===== config.mk =====
export PLATFORM = sky130hd
export DESIGN_NAME = pcie_tx
export DESIGN_NICKNAME = d
export VERILOG_FILES = /design/src/pcie_tx_arb_pkg.sv /design/src/pcie_tx_link_pkg.sv /design/src/pcie_tx_ifs.sv /design/src/pcie_tx.sv /design/src/tx_arbiter.sv /design/src/tx_beat_select.sv /design/src/tx_output_stage.sv /design/src/tx_stats.sv
export SDC_FILE = /design/constraint.sdc
export NUM_CORES = 1
export LEC_CHECK = 0
export BUFFER_PORTS_ARGS = -buffer_cell sky130_fd_sc_hd__buf_2
export CAP_MARGIN = 20
export CELL_PAD_IN_SITES_DETAIL_PLACEMENT = 1
export CELL_PAD_IN_SITES_GLOBAL_PLACEMENT = 1
export CORE_ASPECT_RATIO = 1.25
export CORE_UTILIZATION = 40
export CTS_BUF_LIST = sky130_fd_sc_hd__clkbuf_2
export DETAILED_ROUTE_END_ITERATION = 16
export PLACE_DENSITY = 0.72
export SYNTH_ARGS = -nofsm -noshare
export SYNTH_HDL_FRONTEND = slang
export SYNTH_HIERARCHICAL = 1
export SYNTH_SLANG_ARGS = --single-unit

===== constraint.sdc =====
create_clock -name pcie_clk -period 10.24 [get_ports pcie_clk]
set_input_delay 3.072 -clock pcie_clk [delete_from_list [all_inputs] [get_ports pcie_clk]]
set_output_delay 3.072 -clock pcie_clk [all_outputs]
set_load 0.02 [all_outputs]

===== src/pcie_tx_arb_pkg.sv =====
// PCIe transmit arbiter definitions
// requester classes, arbiter states and the guard gap between grants

package pcie_tx_arb_pkg;

   localparam int num_src      = 3;
   localparam int guard_cycles = 2;

   // requester class, the value is also its tx_buf_av bit
   typedef enum logic [1:0] {
      src_rd = 2'd0,
      src_wr = 2'd1,
      src_cm = 2'd2
   } src_e;

   typedef enum logic [1:0] {
      arb_idle,
      arb_busy,
      arb_guard1,
      arb_guard2
   } arb_state_e;

endpackage


===== src/pcie_tx_link_pkg.sv =====
// PCIe transmit link definitions
// beat and memory word widths, memory merge modes, word byte swap

package pcie_tx_link_pkg;

   // link beat and its byte enables
   localparam int data_w     = 64;
   localparam int rem_w      = 8;

   // memory read side
   localparam int word_w     = 32;
   localparam int mem_addr_w = 12;

   // where the returned memory words land in a beat
   typedef enum logic [2:0] {
      merge_none   = 3'd0,
      merge_lo_low = 3'd1,
      merge_hi_low = 3'd2,
      merge_hi_lo  = 3'd3,
      merge_lo_hi  = 3'd4
   } merge_e;

   // memory holds words little endian, the link sends them big endian
   function automatic logic [word_w-1:0] byte_swap(input logic [word_w-1:0] w);
      return {w[7:0], w[15:8], w[23:16], w[31:24]};
   endfunction

endpackage


===== src/pcie_tx_ifs.sv =====
// PCIe transmit interfaces
// requester side of one source class, and the stage 1 beat bus
`timescale 1ns/100ps

interface tx_source_if;
   import pcie_tx_link_pkg::*;

   logic                  req;
   logic                  ack;
   logic                  beat_valid;
   logic [data_w-1:0]     data;
   logic [rem_w-1:0]      rem;
   logic                  sof;
   logic                  eof;
   merge_e                merge;
   // memory read issued alongside the beat
   logic [mem_addr_w-1:0] mem_addr_hi;
   logic [mem_addr_w-1:0] mem_addr_lo;
   logic                  mem_en_hi;
   logic                  mem_en_lo;

   modport arbiter (input req, output ack);

   modport monitor (
      input ack, beat_valid, data, rem, sof, eof, merge,
      input mem_addr_hi, mem_addr_lo, mem_en_hi, mem_en_lo
   );
endinterface

interface tx_beat_if;
   import pcie_tx_link_pkg::*;

   logic              valid;
   logic [data_w-1:0] data;
   logic [rem_w-1:0]  rem;
   logic              sof;
   logic              eof;
   merge_e            merge;

   modport source (output valid, data, rem, sof, eof, merge);
   modport sink   (input valid, data, rem, sof, eof, merge);
endinterface


===== src/pcie_tx.sv =====
// PCIe transmit top level
// arbitrates three requesters onto the link through a three stage pipe
`timescale 1ns/100ps

module pcie_tx (
   input  logic                                    pcie_clk,
   input  logic                                    rst_reg,
   // write source
   input  logic                                    wr_req,
   output logic                                    wr_ack,
   input  logic                                    wr_beat_valid,
   input  logic [pcie_tx_link_pkg::data_w-1:0]     wr_data,
   input  logic [pcie_tx_link_pkg::rem_w-1:0]      wr_rem,
   input  logic                                    wr_sof,
   input  logic                                    wr_eof,
   input  pcie_tx_link_pkg::merge_e                wr_merge,
   input  logic [pcie_tx_link_pkg::mem_addr_w-1:0] wr_mem_addr_hi,
   input  logic [pcie_tx_link_pkg::mem_addr_w-1:0] wr_mem_addr_lo,
   input  logic                                    wr_mem_en_hi,
   input  logic                                    wr_mem_en_lo,
   // read source
   input  logic                                    rd_req,
   output logic                                    rd_ack,
   input  logic                                    rd_beat_valid,
   input  logic [pcie_tx_link_pkg::data_w-1:0]     rd_data,
   input  logic [pcie_tx_link_pkg::rem_w-1:0]      rd_rem,
   input  logic                                    rd_sof,
   input  logic                                    rd_eof,
   // completion source
   input  logic                                    cm_req,
   output logic                                    cm_ack,
   input  logic                                    cm_beat_valid,
   input  logic [pcie_tx_link_pkg::data_w-1:0]     cm_data,
   input  logic [pcie_tx_link_pkg::rem_w-1:0]      cm_rem,
   input  logic                                    cm_sof,
   input  logic                                    cm_eof,
   input  pcie_tx_link_pkg::merge_e                cm_merge,
   input  logic [pcie_tx_link_pkg::mem_addr_w-1:0] cm_mem_addr_hi,
   input  logic [pcie_tx_link_pkg::mem_addr_w-1:0] cm_mem_addr_lo,
   input  logic                                    cm_mem_en_hi,
   input  logic                                    cm_mem_en_lo,
   // memory reads
   output logic [pcie_tx_link_pkg::mem_addr_w-1:0] mem_addr_hi,
   output logic [pcie_tx_link_pkg::mem_addr_w-1:0] mem_addr_lo,
   output logic                                    mem_en_hi,
   output logic                                    mem_en_lo,
   input  logic [pcie_tx_link_pkg::word_w-1:0]     mem_data_hi,
   input  logic [pcie_tx_link_pkg::word_w-1:0]     mem_data_lo,
   // link
   output logic [pcie_tx_link_pkg::data_w-1:0]     tx_data,
   output logic [pcie_tx_link_pkg::rem_w-1:0]      tx_rem,
   output logic                                    tx_sof,
   output logic                                    tx_eof,
   output logic                                    tx_valid,
   input  logic                                    tx_ready,
   input  logic [pcie_tx_arb_pkg::num_src-1:0]     tx_buf_av,
   input  logic                                    bus_master_en,
   output logic                                    tx_stall,
   // statistics
   output logic [31:0]                             stat_word_cnt,
   output logic [31:0]                             stat_wr_cnt,
   output logic [31:0]                             stat_rd_cnt,
   output logic [31:0]                             stat_cm_cnt
);
   import pcie_tx_link_pkg::*;
   import pcie_tx_arb_pkg::*;

   tx_source_if if_wr ();
   tx_source_if if_rd ();
   tx_source_if if_cm ();
   tx_beat_if   s1_beat ();

   logic [num_src-1:0] done;
   logic               beat_accept;

   // ----------------------------------------
   // source ports into interfaces
   // ----------------------------------------
   assign {if_wr.req, if_wr.beat_valid, if_wr.sof, if_wr.eof} =
          {wr_req, wr_beat_valid, wr_sof, wr_eof};
   assign {if_wr.data, if_wr.rem} = {wr_data, wr_rem};
   assign if_wr.merge = wr_merge;
   assign {if_wr.mem_addr_hi, if_wr.mem_addr_lo, if_wr.mem_en_hi, if_wr.mem_en_lo} =
          {wr_mem_addr_hi, wr_mem_addr_lo, wr_mem_en_hi, wr_mem_en_lo};
   assign wr_ack = if_wr.ack;

   // read beats carry no memory data
   assign {if_rd.req, if_rd.beat_valid, if_rd.sof, if_rd.eof} =
          {rd_req, rd_beat_valid, rd_sof, rd_eof};
   assign {if_rd.data, if_rd.rem} = {rd_data, rd_rem};
   assign if_rd.merge = merge_none;
   assign {if_rd.mem_addr_hi, if_rd.mem_addr_lo, if_rd.mem_en_hi, if_rd.mem_en_lo} = '0;
   assign rd_ack = if_rd.ack;

   assign {if_cm.req, if_cm.beat_valid, if_cm.sof, if_cm.eof} =
          {cm_req, cm_beat_valid, cm_sof, cm_eof};
   assign {if_cm.data, if_cm.rem} = {cm_data, cm_rem};
   assign if_cm.merge = cm_merge;
   assign {if_cm.mem_addr_hi, if_cm.mem_addr_lo, if_cm.mem_en_hi, if_cm.mem_en_lo} =
          {cm_mem_addr_hi, cm_mem_addr_lo, cm_mem_en_hi, cm_mem_en_lo};
   assign cm_ack = if_cm.ack;

   assign beat_accept = tx_valid & tx_ready;

   tx_arbiter u_arbiter (
      .pcie_clk, .rst_reg, .tx_buf_av, .bus_master_en,
      .src_wr (if_wr), .src_rd (if_rd), .src_cm (if_cm),
      .done
   );

   tx_beat_select u_beat_select (
      .pcie_clk, .rst_reg, .stall (tx_stall),
      .src_wr (if_wr), .src_rd (if_rd), .src_cm (if_cm),
      .mem_addr_hi, .mem_addr_lo, .mem_en_hi, .mem_en_lo,
      .beat (s1_beat)
   );

   tx_output_stage u_output_stage (
      .pcie_clk, .rst_reg, .beat (s1_beat),
      .mem_data_hi, .mem_data_lo,
      .tx_data, .tx_rem, .tx_sof, .tx_eof, .tx_valid, .tx_ready,
      .stall (tx_stall)
   );

   tx_stats u_stats (
      .pcie_clk, .rst_reg, .beat_accept, .done,
      .stat_word_cnt, .stat_wr_cnt, .stat_rd_cnt, .stat_cm_cnt
   );

endmodule


===== src/tx_arbiter.sv =====
// transmit arbiter
// round-robin grant of the link among write, read and completion sources,
// gated by link buffer credit and bus mastering
`timescale 1ns/100ps

module tx_arbiter (
   input  logic                                pcie_clk,
   input  logic                                rst_reg,
   input  logic [pcie_tx_arb_pkg::num_src-1:0] tx_buf_av,
   input  logic                                bus_master_en,
   tx_source_if.arbiter                        src_wr,
   tx_source_if.arbiter                        src_rd,
   tx_source_if.arbiter                        src_cm,
   output logic [pcie_tx_arb_pkg::num_src-1:0] done
);
   import pcie_tx_arb_pkg::*;

   arb_state_e         state;
   src_e               ptr;
   src_e               pick;
   logic               found;
   logic [num_src-1:0] req_vec;
   logic [num_src-1:0] elig;
   logic [num_src-1:0] ack_vec;
   logic               ack_any;

   // rotation wr, cm, rd
   function automatic src_e next_src(input src_e s);
      case (s)
         pcie_tx_arb_pkg::src_wr: return pcie_tx_arb_pkg::src_cm;
         pcie_tx_arb_pkg::src_cm: return pcie_tx_arb_pkg::src_rd;
         default:                 return pcie_tx_arb_pkg::src_wr;
      endcase
   endfunction

   assign req_vec[pcie_tx_arb_pkg::src_wr] = src_wr.req;
   assign req_vec[pcie_tx_arb_pkg::src_rd] = src_rd.req;
   assign req_vec[pcie_tx_arb_pkg::src_cm] = src_cm.req;

   assign src_wr.ack = ack_vec[pcie_tx_arb_pkg::src_wr];
   assign src_rd.ack = ack_vec[pcie_tx_arb_pkg::src_rd];
   assign src_cm.ack = ack_vec[pcie_tx_arb_pkg::src_cm];
   assign ack_any    = |ack_vec;

   // completions only need credit
   always_comb begin
      elig = req_vec & tx_buf_av;
      if (!bus_master_en) begin
         elig[pcie_tx_arb_pkg::src_wr] = 1'b0;
         elig[pcie_tx_arb_pkg::src_rd] = 1'b0;
      end
   end

   // first eligible class from the pointer on
   always_comb begin
      src_e cand;
      cand  = ptr;
      pick  = ptr;
      found = 1'b0;
      for (int i = 0; i < num_src; i++) begin
         if (!found && elig[cand]) begin
            pick  = cand;
            found = 1'b1;
         end
         cand = next_src(cand);
      end
   end

   // ----------------------------------------
   // grant FSM
   // ----------------------------------------
   always_ff @(posedge pcie_clk) begin
      if (rst_reg) begin
         state   <= arb_idle;
         ptr     <= pcie_tx_arb_pkg::src_wr;
         ack_vec <= '0;
         done    <= '0;
      end else begin
         done <= '0;
         case (state)
            arb_idle: begin
               if (found) begin
                  ack_vec[pick] <= 1'b1;
                  ptr           <= next_src(pick);
                  state         <= arb_busy;
               end
            end
            arb_busy: begin
               // granted source has dropped req after its last beat
               if (!(|(req_vec & ack_vec))) begin
                  done    <= ack_vec;
                  ack_vec <= '0;
                  state   <= arb_guard1;
               end
            end
            arb_guard1: state <= arb_guard2;
            default:    state <= arb_idle;
         endcase
      end
   end

   a_one_ack: assert property (@(posedge pcie_clk) disable iff (rst_reg)
      $onehot0(ack_vec));

   // release only from busy, then no grant for the guard gap
   a_ack_release: assert property (@(posedge pcie_clk) disable iff (rst_reg)
      $fell(ack_any) |-> ($past(state == arb_busy) && !ack_any) ##1 !ack_any [*guard_cycles]);

endmodule


===== src/tx_beat_select.sv =====
// transmit pipeline stage 1
// registers the granted source's beat and issues its memory read
`timescale 1ns/100ps

module tx_beat_select (
   input  logic                                    pcie_clk,
   input  logic                                    rst_reg,
   input  logic                                    stall,
   tx_source_if.monitor                            src_wr,
   tx_source_if.monitor                            src_rd,
   tx_source_if.monitor                            src_cm,
   output logic [pcie_tx_link_pkg::mem_addr_w-1:0] mem_addr_hi,
   output logic [pcie_tx_link_pkg::mem_addr_w-1:0] mem_addr_lo,
   output logic                                    mem_en_hi,
   output logic                                    mem_en_lo,
   tx_beat_if.source                               beat
);
   import pcie_tx_link_pkg::*;

   logic                  sel_valid;
   logic [data_w-1:0]     sel_data;
   logic [rem_w-1:0]      sel_rem;
   logic                  sel_sof;
   logic                  sel_eof;
   merge_e                sel_merge;
   logic [mem_addr_w-1:0] sel_addr_hi;
   logic [mem_addr_w-1:0] sel_addr_lo;
   logic                  sel_en_hi;
   logic                  sel_en_lo;

   // read source is the default payload, no memory read for it
   always_comb begin
      sel_valid   = 1'b0;
      sel_data    = src_rd.data;
      sel_rem     = src_rd.rem;
      sel_sof     = src_rd.sof;
      sel_eof     = src_rd.eof;
      sel_merge   = merge_none;
      sel_addr_hi = mem_addr_hi;
      sel_addr_lo = mem_addr_lo;
      sel_en_hi   = 1'b0;
      sel_en_lo   = 1'b0;
      if (src_wr.ack) begin
         sel_valid   = src_wr.beat_valid;
         sel_data    = src_wr.data;
         sel_rem     = src_wr.rem;
         sel_sof     = src_wr.sof;
         sel_eof     = src_wr.eof;
         sel_merge   = src_wr.merge;
         sel_addr_hi = src_wr.mem_addr_hi;
         sel_addr_lo = src_wr.mem_addr_lo;
         sel_en_hi   = src_wr.beat_valid & src_wr.mem_en_hi;
         sel_en_lo   = src_wr.beat_valid & src_wr.mem_en_lo;
      end else if (src_cm.ack) begin
         sel_valid   = src_cm.beat_valid;
         sel_data    = src_cm.data;
         sel_rem     = src_cm.rem;
         sel_sof     = src_cm.sof;
         sel_eof     = src_cm.eof;
         sel_merge   = src_cm.merge;
         sel_addr_hi = src_cm.mem_addr_hi;
         sel_addr_lo = src_cm.mem_addr_lo;
         sel_en_hi   = src_cm.beat_valid & src_cm.mem_en_hi;
         sel_en_lo   = src_cm.beat_valid & src_cm.mem_en_lo;
      end else if (src_rd.ack) begin
         sel_valid   = src_rd.beat_valid;
         sel_merge   = src_rd.merge;
      end
   end

   // beat and memory read move together, both frozen by stall
   always_ff @(posedge pcie_clk) begin
      if (!stall) begin
         beat.valid  <= sel_valid;
         beat.data   <= sel_data;
         beat.rem    <= sel_rem;
         beat.sof    <= sel_sof;
         beat.eof    <= sel_eof;
         beat.merge  <= sel_merge;
         mem_addr_hi <= sel_addr_hi;
         mem_addr_lo <= sel_addr_lo;
         mem_en_hi   <= sel_en_hi;
         mem_en_lo   <= sel_en_lo;
      end
      if (rst_reg) begin
         beat.valid <= 1'b0;
         mem_en_hi  <= 1'b0;
         mem_en_lo  <= 1'b0;
      end
   end

   // a beat outside its grant or during stall would be dropped here
   a_beat_granted: assert property (@(posedge pcie_clk) disable iff (rst_reg)
      (src_wr.beat_valid -> src_wr.ack && !stall) &&
      (src_rd.beat_valid -> src_rd.ack && !stall) &&
      (src_cm.beat_valid -> src_cm.ack && !stall));

endmodule


===== src/tx_output_stage.sv =====
// transmit pipeline stages 2 and 3
// merges byte-swapped memory words into the beat and drives the link,
// holding data under back-pressure with skid registers
`timescale 1ns/100ps

module tx_output_stage (
   input  logic                                pcie_clk,
   input  logic                                rst_reg,
   tx_beat_if.sink                             beat,
   input  logic [pcie_tx_link_pkg::word_w-1:0] mem_data_hi,
   input  logic [pcie_tx_link_pkg::word_w-1:0] mem_data_lo,
   output logic [pcie_tx_link_pkg::data_w-1:0] tx_data,
   output logic [pcie_tx_link_pkg::rem_w-1:0]  tx_rem,
   output logic                                tx_sof,
   output logic                                tx_eof,
   output logic                                tx_valid,
   input  logic                                tx_ready,
   output logic                                stall
);
   import pcie_tx_link_pkg::*;

   // stage 2
   logic              s2_valid;
   logic [data_w-1:0] s2_data;
   logic [rem_w-1:0]  s2_rem;
   logic              s2_sof;
   logic              s2_eof;
   merge_e            s2_merge;

   // skid copy of the beat in flight when the link stops
   logic              sk_valid;
   logic [data_w-1:0] sk_data;
   logic [rem_w-1:0]  sk_rem;
   logic              sk_sof;
   logic              sk_eof;
   logic [word_w-1:0] sk_mem_hi;
   logic [word_w-1:0] sk_mem_lo;

   logic              hold;
   logic              stall_d2;
   logic [word_w-1:0] swap_hi;
   logic [word_w-1:0] swap_lo;
   logic [data_w-1:0] merged;

   assign hold = tx_valid & ~tx_ready;

   always_ff @(posedge pcie_clk) begin
      if (rst_reg) begin
         stall    <= 1'b0;
         stall_d2 <= 1'b0;
      end else begin
         stall    <= hold;
         stall_d2 <= stall;
      end
   end

   // ----------------------------------------
   // stage 2, beat meets its memory words
   // ----------------------------------------
   always_ff @(posedge pcie_clk) begin
      if (!stall) begin
         s2_valid <= beat.valid;
         s2_data  <= beat.data;
         s2_rem   <= beat.rem;
         s2_sof   <= beat.sof;
         s2_eof   <= beat.eof;
         s2_merge <= beat.merge;
      end
      // words of the frozen beat, memory moves on to the next address
      if (stall && !stall_d2) begin
         sk_mem_hi <= mem_data_hi;
         sk_mem_lo <= mem_data_lo;
      end
      if (rst_reg) begin
         s2_valid <= 1'b0;
      end
   end

   always_comb begin
      swap_hi = byte_swap(stall_d2 ? sk_mem_hi : mem_data_hi);
      swap_lo = byte_swap(stall_d2 ? sk_mem_lo : mem_data_lo);
      merged  = s2_data;
      case (s2_merge)
         merge_lo_low: merged[word_w-1:0] = swap_lo;
         merge_hi_low: merged[word_w-1:0] = swap_hi;
         merge_hi_lo:  merged = {swap_hi, swap_lo};
         merge_lo_hi:  merged = {swap_lo, swap_hi};
         default:      merged = s2_data;
      endcase
   end

   // ----------------------------------------
   // stage 3, link output and skid
   // ----------------------------------------
   always_ff @(posedge pcie_clk) begin
      if (!hold && stall) begin
         // link ready again, skid goes out first
         tx_valid <= sk_valid;
         tx_data  <= sk_data;
         tx_rem   <= sk_rem;
         tx_sof   <= sk_sof;
         tx_eof   <= sk_eof;
      end else if (!hold) begin
         tx_valid <= s2_valid;
         tx_data  <= merged;
         tx_rem   <= s2_rem;
         tx_sof   <= s2_sof;
         tx_eof   <= s2_eof;
      end else if (!stall) begin
         // first held cycle, pipe still advances once
         sk_valid <= s2_valid;
         sk_data  <= merged;
         sk_rem   <= s2_rem;
         sk_sof   <= s2_sof;
         sk_eof   <= s2_eof;
      end
      if (rst_reg) begin
         tx_valid <= 1'b0;
         sk_valid <= 1'b0;
      end
   end

   a_hold_stable: assert property (@(posedge pcie_clk) disable iff (rst_reg)
      hold |=> tx_valid && $stable(tx_data) && $stable(tx_eof));

endmodule


===== src/tx_stats.sv =====
// transmit statistics
// delivered link beats and finished requests per class
`timescale 1ns/100ps

module tx_stats (
   input  logic                                pcie_clk,
   input  logic                                rst_reg,
   input  logic                                beat_accept,
   input  logic [pcie_tx_arb_pkg::num_src-1:0] done,
   output logic [31:0]                         stat_word_cnt,
   output logic [31:0]                         stat_wr_cnt,
   output logic [31:0]                         stat_rd_cnt,
   output logic [31:0]                         stat_cm_cnt
);
   import pcie_tx_arb_pkg::*;

   always_ff @(posedge pcie_clk) begin
      if (rst_reg) begin
         stat_word_cnt <= '0;
         stat_wr_cnt   <= '0;
         stat_rd_cnt   <= '0;
         stat_cm_cnt   <= '0;
      end else begin
         if (beat_accept)  stat_word_cnt <= stat_word_cnt + 32'd1;
         if (done[src_wr]) stat_wr_cnt   <= stat_wr_cnt + 32'd1;
         if (done[src_rd]) stat_rd_cnt   <= stat_rd_cnt + 32'd1;
         if (done[src_cm]) stat_cm_cnt   <= stat_cm_cnt + 32'd1;
      end
   end

endmodule

# After elaboration in Yosys (flattened, before gate mapping)
# Index checks and enable logic that the tools add are counted.
[totals] regBits=536 output_inout_bits=233 word_cells=154
[classes] add_sub_neg=4 magnitude_cmp=5 eq_ne=15 n_mux=58 n_bitwise=13 n_reduce_logical=21
[ops] cell="two-way mux 64 bit" n=4
[ops] cell="adder 32 x 1 -> 32 bit, second input constant" n=4
[ops] cell="one-hot mux 32 bit (2 select lines)" n=2
[ops] cell="two-way mux 32 bit" n=2
[ops] cell="two-way mux 12 bit" n=4
[ops] cell="two-way mux 8 bit" n=4
[ops] cell="two-way mux 1 bit" n=24
[ops] cell="less-than comparator 2 x 3 -> 1 bit, second input constant" n=4
[ops] cell="two-way mux 3 bit" n=4
[ops] cell="one-hot mux 2 bit (2 select lines)" n=3
[ops] cell="two-way mux 2 bit" n=5
[ops] cell="equality test 2 x 1 -> 1 bit, second input constant" n=4
[ops] cell="equality test 2 bit, second input constant" n=4
[ops] cell="AND 1 bit" n=6
[ops] cell="AND 3 bit" n=2
[ops] cell="binary-select mux 1 bit (select 2 bit)" n=3
[ops] cell="equality test 3 x 2 -> 1 bit, second input constant" n=2
[ops] cell="one-hot mux 2 bit (3 select lines)" n=1
[ops] cell="one-hot mux 3 bit (2 select lines)" n=1
[ops] cell="AND reduction 2 bit" n=3
[ops] cell="AND reduction 3 bit" n=2
[ops] cell="logical AND 1 bit" n=5
[ops] cell="OR reduction 5 bit" n=1
[ops] cell="logical NOT 1 bit" n=4
[ops] cell="other kinds (12)" n=18

# Depth between registers and ports, before layout
[logic_depth] depth_word=18 ltp_mapped=10

# Hierarchy
# Netlist, hierarchy kept.
[modules_own_cells] mod="tx_output_stage" n_inst=1 cells_per_inst=845 area_each_um2=12645.9
[modules_own_cells] mod="tx_stats" n_inst=1 cells_per_inst=710 area_each_um2=6053.3
[modules_own_cells] mod="tx_beat_select" n_inst=1 cells_per_inst=409 area_each_um2=5119.9
[modules_own_cells] mod="tx_arbiter" n_inst=1 cells_per_inst=80 area_each_um2=749.5
[modules_own_cells] mod="pcie_tx" n_inst=1 cells_per_inst=2 area_each_um2=10.0

# Worst setup path after synthesis
# No wires, ideal clock.
[synth_path] path_kind="input to register" start="input tx_ready" end="register u_output_stage.sk_data[0], enable pin" setup_time_ns=0.616 t_arrival_ns=8.544 path_slack_ns=1.080 path_stages=1 n_path_buf=0 cell_sequence="nor3b_1"
[synth_between] elab_chain_len=6
[synth_lines] item="start: declaration" line="pcie_tx.sv:55" text="input logic tx_ready,"
[synth_lines] item="NOT 1 bit *" line="tx_output_stage.sv:45" text="assign hold = tx_valid & ~tx_ready;"
[synth_lines] item="AND 1 bit *" line="tx_output_stage.sv:45"
[synth_lines] item="logical NOT 1 bit" line="tx_output_stage.sv:96" text="if (!hold && stall) begin"
[synth_lines] item="logical AND 1 bit" line="tx_output_stage.sv:96"
[synth_lines] item="NOT 1 bit (no source line)"
[synth_lines] item="AND reduction 3 bit (no source line) *"
[synth_lines] item="end signal: assignment" line="tx_output_stage.sv:112" text="sk_data <= merged;"
[synth_lines] item="end: declaration" line="tx_output_stage.sv:32" text="logic [data_w-1:0] sk_data;"
# Mark *: on every way between the ends. The rest lies on a longest branch, timed or not.
# A chain may end at the register's enable or synchronous reset.

# Final worst setup path
[layout_path] start="register u_output_stage.stall" end="output tx_stall"
[layout_lines] item="start: declaration" line="tx_output_stage.sv:18" text="output logic stall"
[layout_lines] item="start signal: assignment" line="tx_output_stage.sv:52" text="stall <= hold;"
[layout_lines] item="end: declaration" line="pcie_tx.sv:58" text="output logic tx_stall,"
# No word-level cell between the ends.

==> flow_metrics.env <==
export IMPL_run_status="completed"
export IMPL_grt_start_max_net_pins=91
export IMPL_synth_seq_cells=536
export IMPL_final_max_slew_viol_count=0
export IMPL_postSynthCellCount=2046
export IMPL_dieArea_um2=62400
export IMPL_yosys_most_used_dff="sky130_fd_sc_hd__edfxtp_1"
export IMPL_die_width_um=224
export IMPL_cts_repair_timing_setup_buffer_count=0
export IMPL_fin_worst_skew_ps=116
export IMPL_number_of_global_route_vias_before_repair=21022
export IMPL_worst_hold_path_type="reg -> reg"
export IMPL_rsz_0062_raised_after_global_routing="no"
export IMPL_layout_commonest_cell="sky130_fd_sc_hd__buf_2"
export IMPL_min_period_ps=5620
export IMPL_worst_setup_hold_path_clk_slew_ps=90
export IMPL_worstPathMaxFanout=15
export IMPL_post_drt_wl_per_cell_um=22.7
export IMPL_synth_edf_count=390
export IMPL_core_region_area_um2=60800
export IMPL_critical_path_slowest_cell="sky130_fd_sc_hd__dfxtp_1"
export IMPL_initial_core_util_pct=40.4
export IMPL_dp_slack_ps=4530
export IMPL_fraction_of_layout_cells_with_a_size_suffix_above_1_pct=35.9
export IMPL_pwr_density_cell_nw_per_um2=220
export IMPL_crit_arrival_ps=2550
export IMPL_final_instance_count_excl_fill=3592
export IMPL_cts_tree="yes"
export IMPL_gr_total_overflow=0
export IMPL_cts_root_to_sink_buffers=3
export IMPL_worst_endpoint_required_ps=7170
export IMPL_worst_setup_path_type="reg -> out"
export IMPL_clock_tree_root_cell="sky130_fd_sc_hd__clkbuf_2"
export IMPL_ys_async_sr_fraction_pct=0
export IMPL_drt_vias_per_instance=5.50
export IMPL_max_slew_margin_pct=27.3
export IMPL_synth_seq_area_share_pct=59.5
export IMPL_worstPathCellList="buf_2"
export IMPL_critPathMaxStageDelay_ps=980
export IMPL_ios=590
export IMPL_clock_tree_htree_level_count=4
export IMPL_post_cts_hold_fix_bufs=0
export IMPL_synth_area_um2=24600
export IMPL_detailed_place_hpwl_mm=56.9
export IMPL_number_of_failing_setup_endpoints_in_the_final_timing_report=0
export IMPL_post_synth_cell_area_avg_um2=12.0
export IMPL_combined_global_route_utilization_of_all_metal_layers_pct=25.7
export IMPL_port_buffer_count=589
export IMPL_total_vias_in_the_final_route=19753
export IMPL_total_of_cells_resized_after_clock_tree_synthesis=0
export IMPL_worst_slack_ps=4620
export IMPL_synth_yosys_warnings=6
export IMPL_globalplace_congestion=0.929
export IMPL_initial_antenna_violation_count=4
export IMPL_timing_hold_ws_ps=367
export IMPL_fmax_mhz=178
export IMPL_p_leak_nw=11.3
export IMPL_drt_first_iter_violations=1076
export IMPL_area_growth_synth_to_final_pct=19.6
export IMPL_latest_clock_arrival_within_the_worst_skew_pair_ps=1330
export IMPL_drc=0
export IMPL_num_nets_final=3033
export IMPL_postLayoutCoreUtil_pct=48.4
export IMPL_setup_worst_path_start_class="register"
export IMPL_yosysUniqueCellTypes=68
export IMPL_final_cell_mix="sky130_fd_sc_hd__buf_2 (588), sky130_fd_sc_hd__edfxtp_1 (390), sky130_fd_sc_hd__nand2_1 (215), sky130_fd_sc_hd__clkbuf_2 (206), sky130_fd_sc_hd__dfxtp_1 (143)"
export IMPL_cts_made_buffers=145
export IMPL_final_antenna_net_count=0
export IMPL_cap_violations=0
export IMPL_ir_drop_mv=0.116
export IMPL_place_detailed_instances=3339
export IMPL_grt_first_pass_wirelength_mm=122
export IMPL_worst_pin_slew_ps=1090
export IMPL_routed_wirelength_mm=81.6
export IMPL_final_period_utilization_pct=54.9
export IMPL_cts_sinks=536
export IMPL_timing_setup_tns_ps=0
export IMPL_dr_pass1_iters=5
export IMPL_die_height_um=279
export IMPL_timing_final_hold_violations=0
export IMPL_crit_family="flip-flops"
export IMPL_buffering_stage_count_on_the_worst_path_with_inverters_included=1
export IMPL_worstSetupEndpointType="output port"
export IMPL_num_rows=101
## layout make-up
class,instances,area (um^2)
Antenna cell,4,10.0
Clock buffer,206,1030
Clock inverter,41,246
Fill cell,6794,31400
Inverter,31,126
Multi-Input combinational cell,1338,9120
Sequential cell,536,14600
Tap cell,824,1030
Timing Repair Buffer,612,3180
## cells by family (layout without fill, tap and decap cells)
logic type | Yosys count | in the layout | synth area share, %
AND/OR/NAND/NOR | 710 | 710 | 15.3
flip-flops | 536 | 536 | 59.5
AO/OA/AOI/OAI | 373 | 373 | 11.0
multiplexers | 191 | 191 | 8.18
buffers and inverters | 174 | 890 | 3.57
XOR/XNOR | 49 | 49 | 1.78
adder cells (fa/ha/maj) | 12 | 12 | 0.611
other | 1 | 7 | 0.0153
## synth_stat cells, drive strengths merged (2+ instances only)
cell type | instances | share of area, %
xnor2 | 19 | 0.68
or2 | 3 | 0.076
and4 | 20 | 0.71
a221oi | 5 | 0.25
nand3b | 5 | 0.15
nor3 | 78 | 1.6
o21a | 2 | 0.061
a21oi | 72 | 1.5
buf | 71 | 2.0
and2 | 11 | 0.28
edfxtp | 390 | 48
and3 | 9 | 0.23
a31oi | 69 | 2.4
nand2 | 216 | 3.3
clkbuf | 72 | 1.1
and3b | 2 | 0.071
mux2 | 76 | 3.5
mux2i | 115 | 4.7
or3 | 19 | 0.48
o32a | 2 | 0.13
o221a | 32 | 1.5
o31ai | 47 | 1.4
nor2 | 74 | 1.1
nor4 | 7 | 0.18
xor2 | 30 | 1.1
nand4 | 47 | 1.2
dfxtp | 146 | 12
or4b | 32 | 1.3
o22a | 2 | 0.071
nor2b | 14 | 0.36
inv | 31 | 0.47
o22ai | 3 | 0.13
o21ai | 97 | 2.0
ha | 12 | 0.61
nand3 | 106 | 2.2
o2111ai | 3 | 0.11
nand2b | 6 | 0.18
nand4b | 2 | 0.071
or4 | 56 | 1.7
a2bb2oi | 32 | 1.1
## state kept, by name (all words and copies together), names as in the netlist, 2 cells and up
name	cells
u_beat_select/mem_addr_hi	12
u_output_stage/sk_rem	8
u_output_stage/s2_merge	3
u_arbiter/ptr	2
u_output_stage/sk_mem_hi	32
u_output_stage/tx_data	64
u_stats/stat_rd_cnt	32
u_beat_select/beat.data	64
u_beat_select/beat.merge	3
u_arbiter/done	3
u_output_stage/sk_mem_lo	32
u_output_stage/s2_rem	8
u_output_stage/sk_data	64
u_beat_select/beat.rem	8
u_stats/stat_wr_cnt	32
u_stats/stat_cm_cnt	32
u_output_stage/s2_data	64
u_output_stage/tx_rem	8
u_arbiter/state	2
u_beat_select/mem_addr_lo	12
u_arbiter/ack_vec	3
u_stats/stat_word_cnt	32
## layer usage
metal	GRT usage, %	vias to the layer above	routed length [um]
met5	0	-	13
met4	9.80	2	2000
met3	7.32	121	5660
met2	43.9	659	41200
met1	30.6	9812	32700
li1	-	9159	-
## where the power goes
group / leakage [nW] / switching, mW / total, mW / internal [mW]
clock: 0.979 / 0.913 / 1.53 / 0.614
sequential: 5.09 / 0.220 / 3.17 / 2.95
combinational: 5.23 / 1.08 / 1.77 / 0.686
total: 11.3 / 2.22 / 6.46 / 4.25
## per-stage QoR
step	area, um^2	power [mW]
2_1_floorplan	24600	4.31
3_3_place_gp	28000	4.90
3_5_place_dp	28100	4.98
4_1_cts	29300	6.53
5_1_grt	29400	6.80
6_report	29400	6.46
## path summary, 6_finish.rpt
check / cells past startpoint / from / slack [ps] / endpoint
max: 1 / u_output_stage/stall$_SDFF_PP0_ / 4620 / tx_stall
min: 0 / u_beat_select/beat.data[60]$_DFFE_PN_ / 370 / u_output_stage/s2_data[60]$_DFFE_PN_
max reg2reg: 6 / u_arbiter/ack_vec[1]$_SDFFE_PP0P_ / 6960 / u_arbiter/ack_vec[2]$_SDFFE_PP0P_
min reg2reg: 0 / u_beat_select/beat.data[60]$_DFFE_PN_ / 370 / u_output_stage/s2_data[60]$_DFFE_PN_
Power figures use the tool's default switching activity.
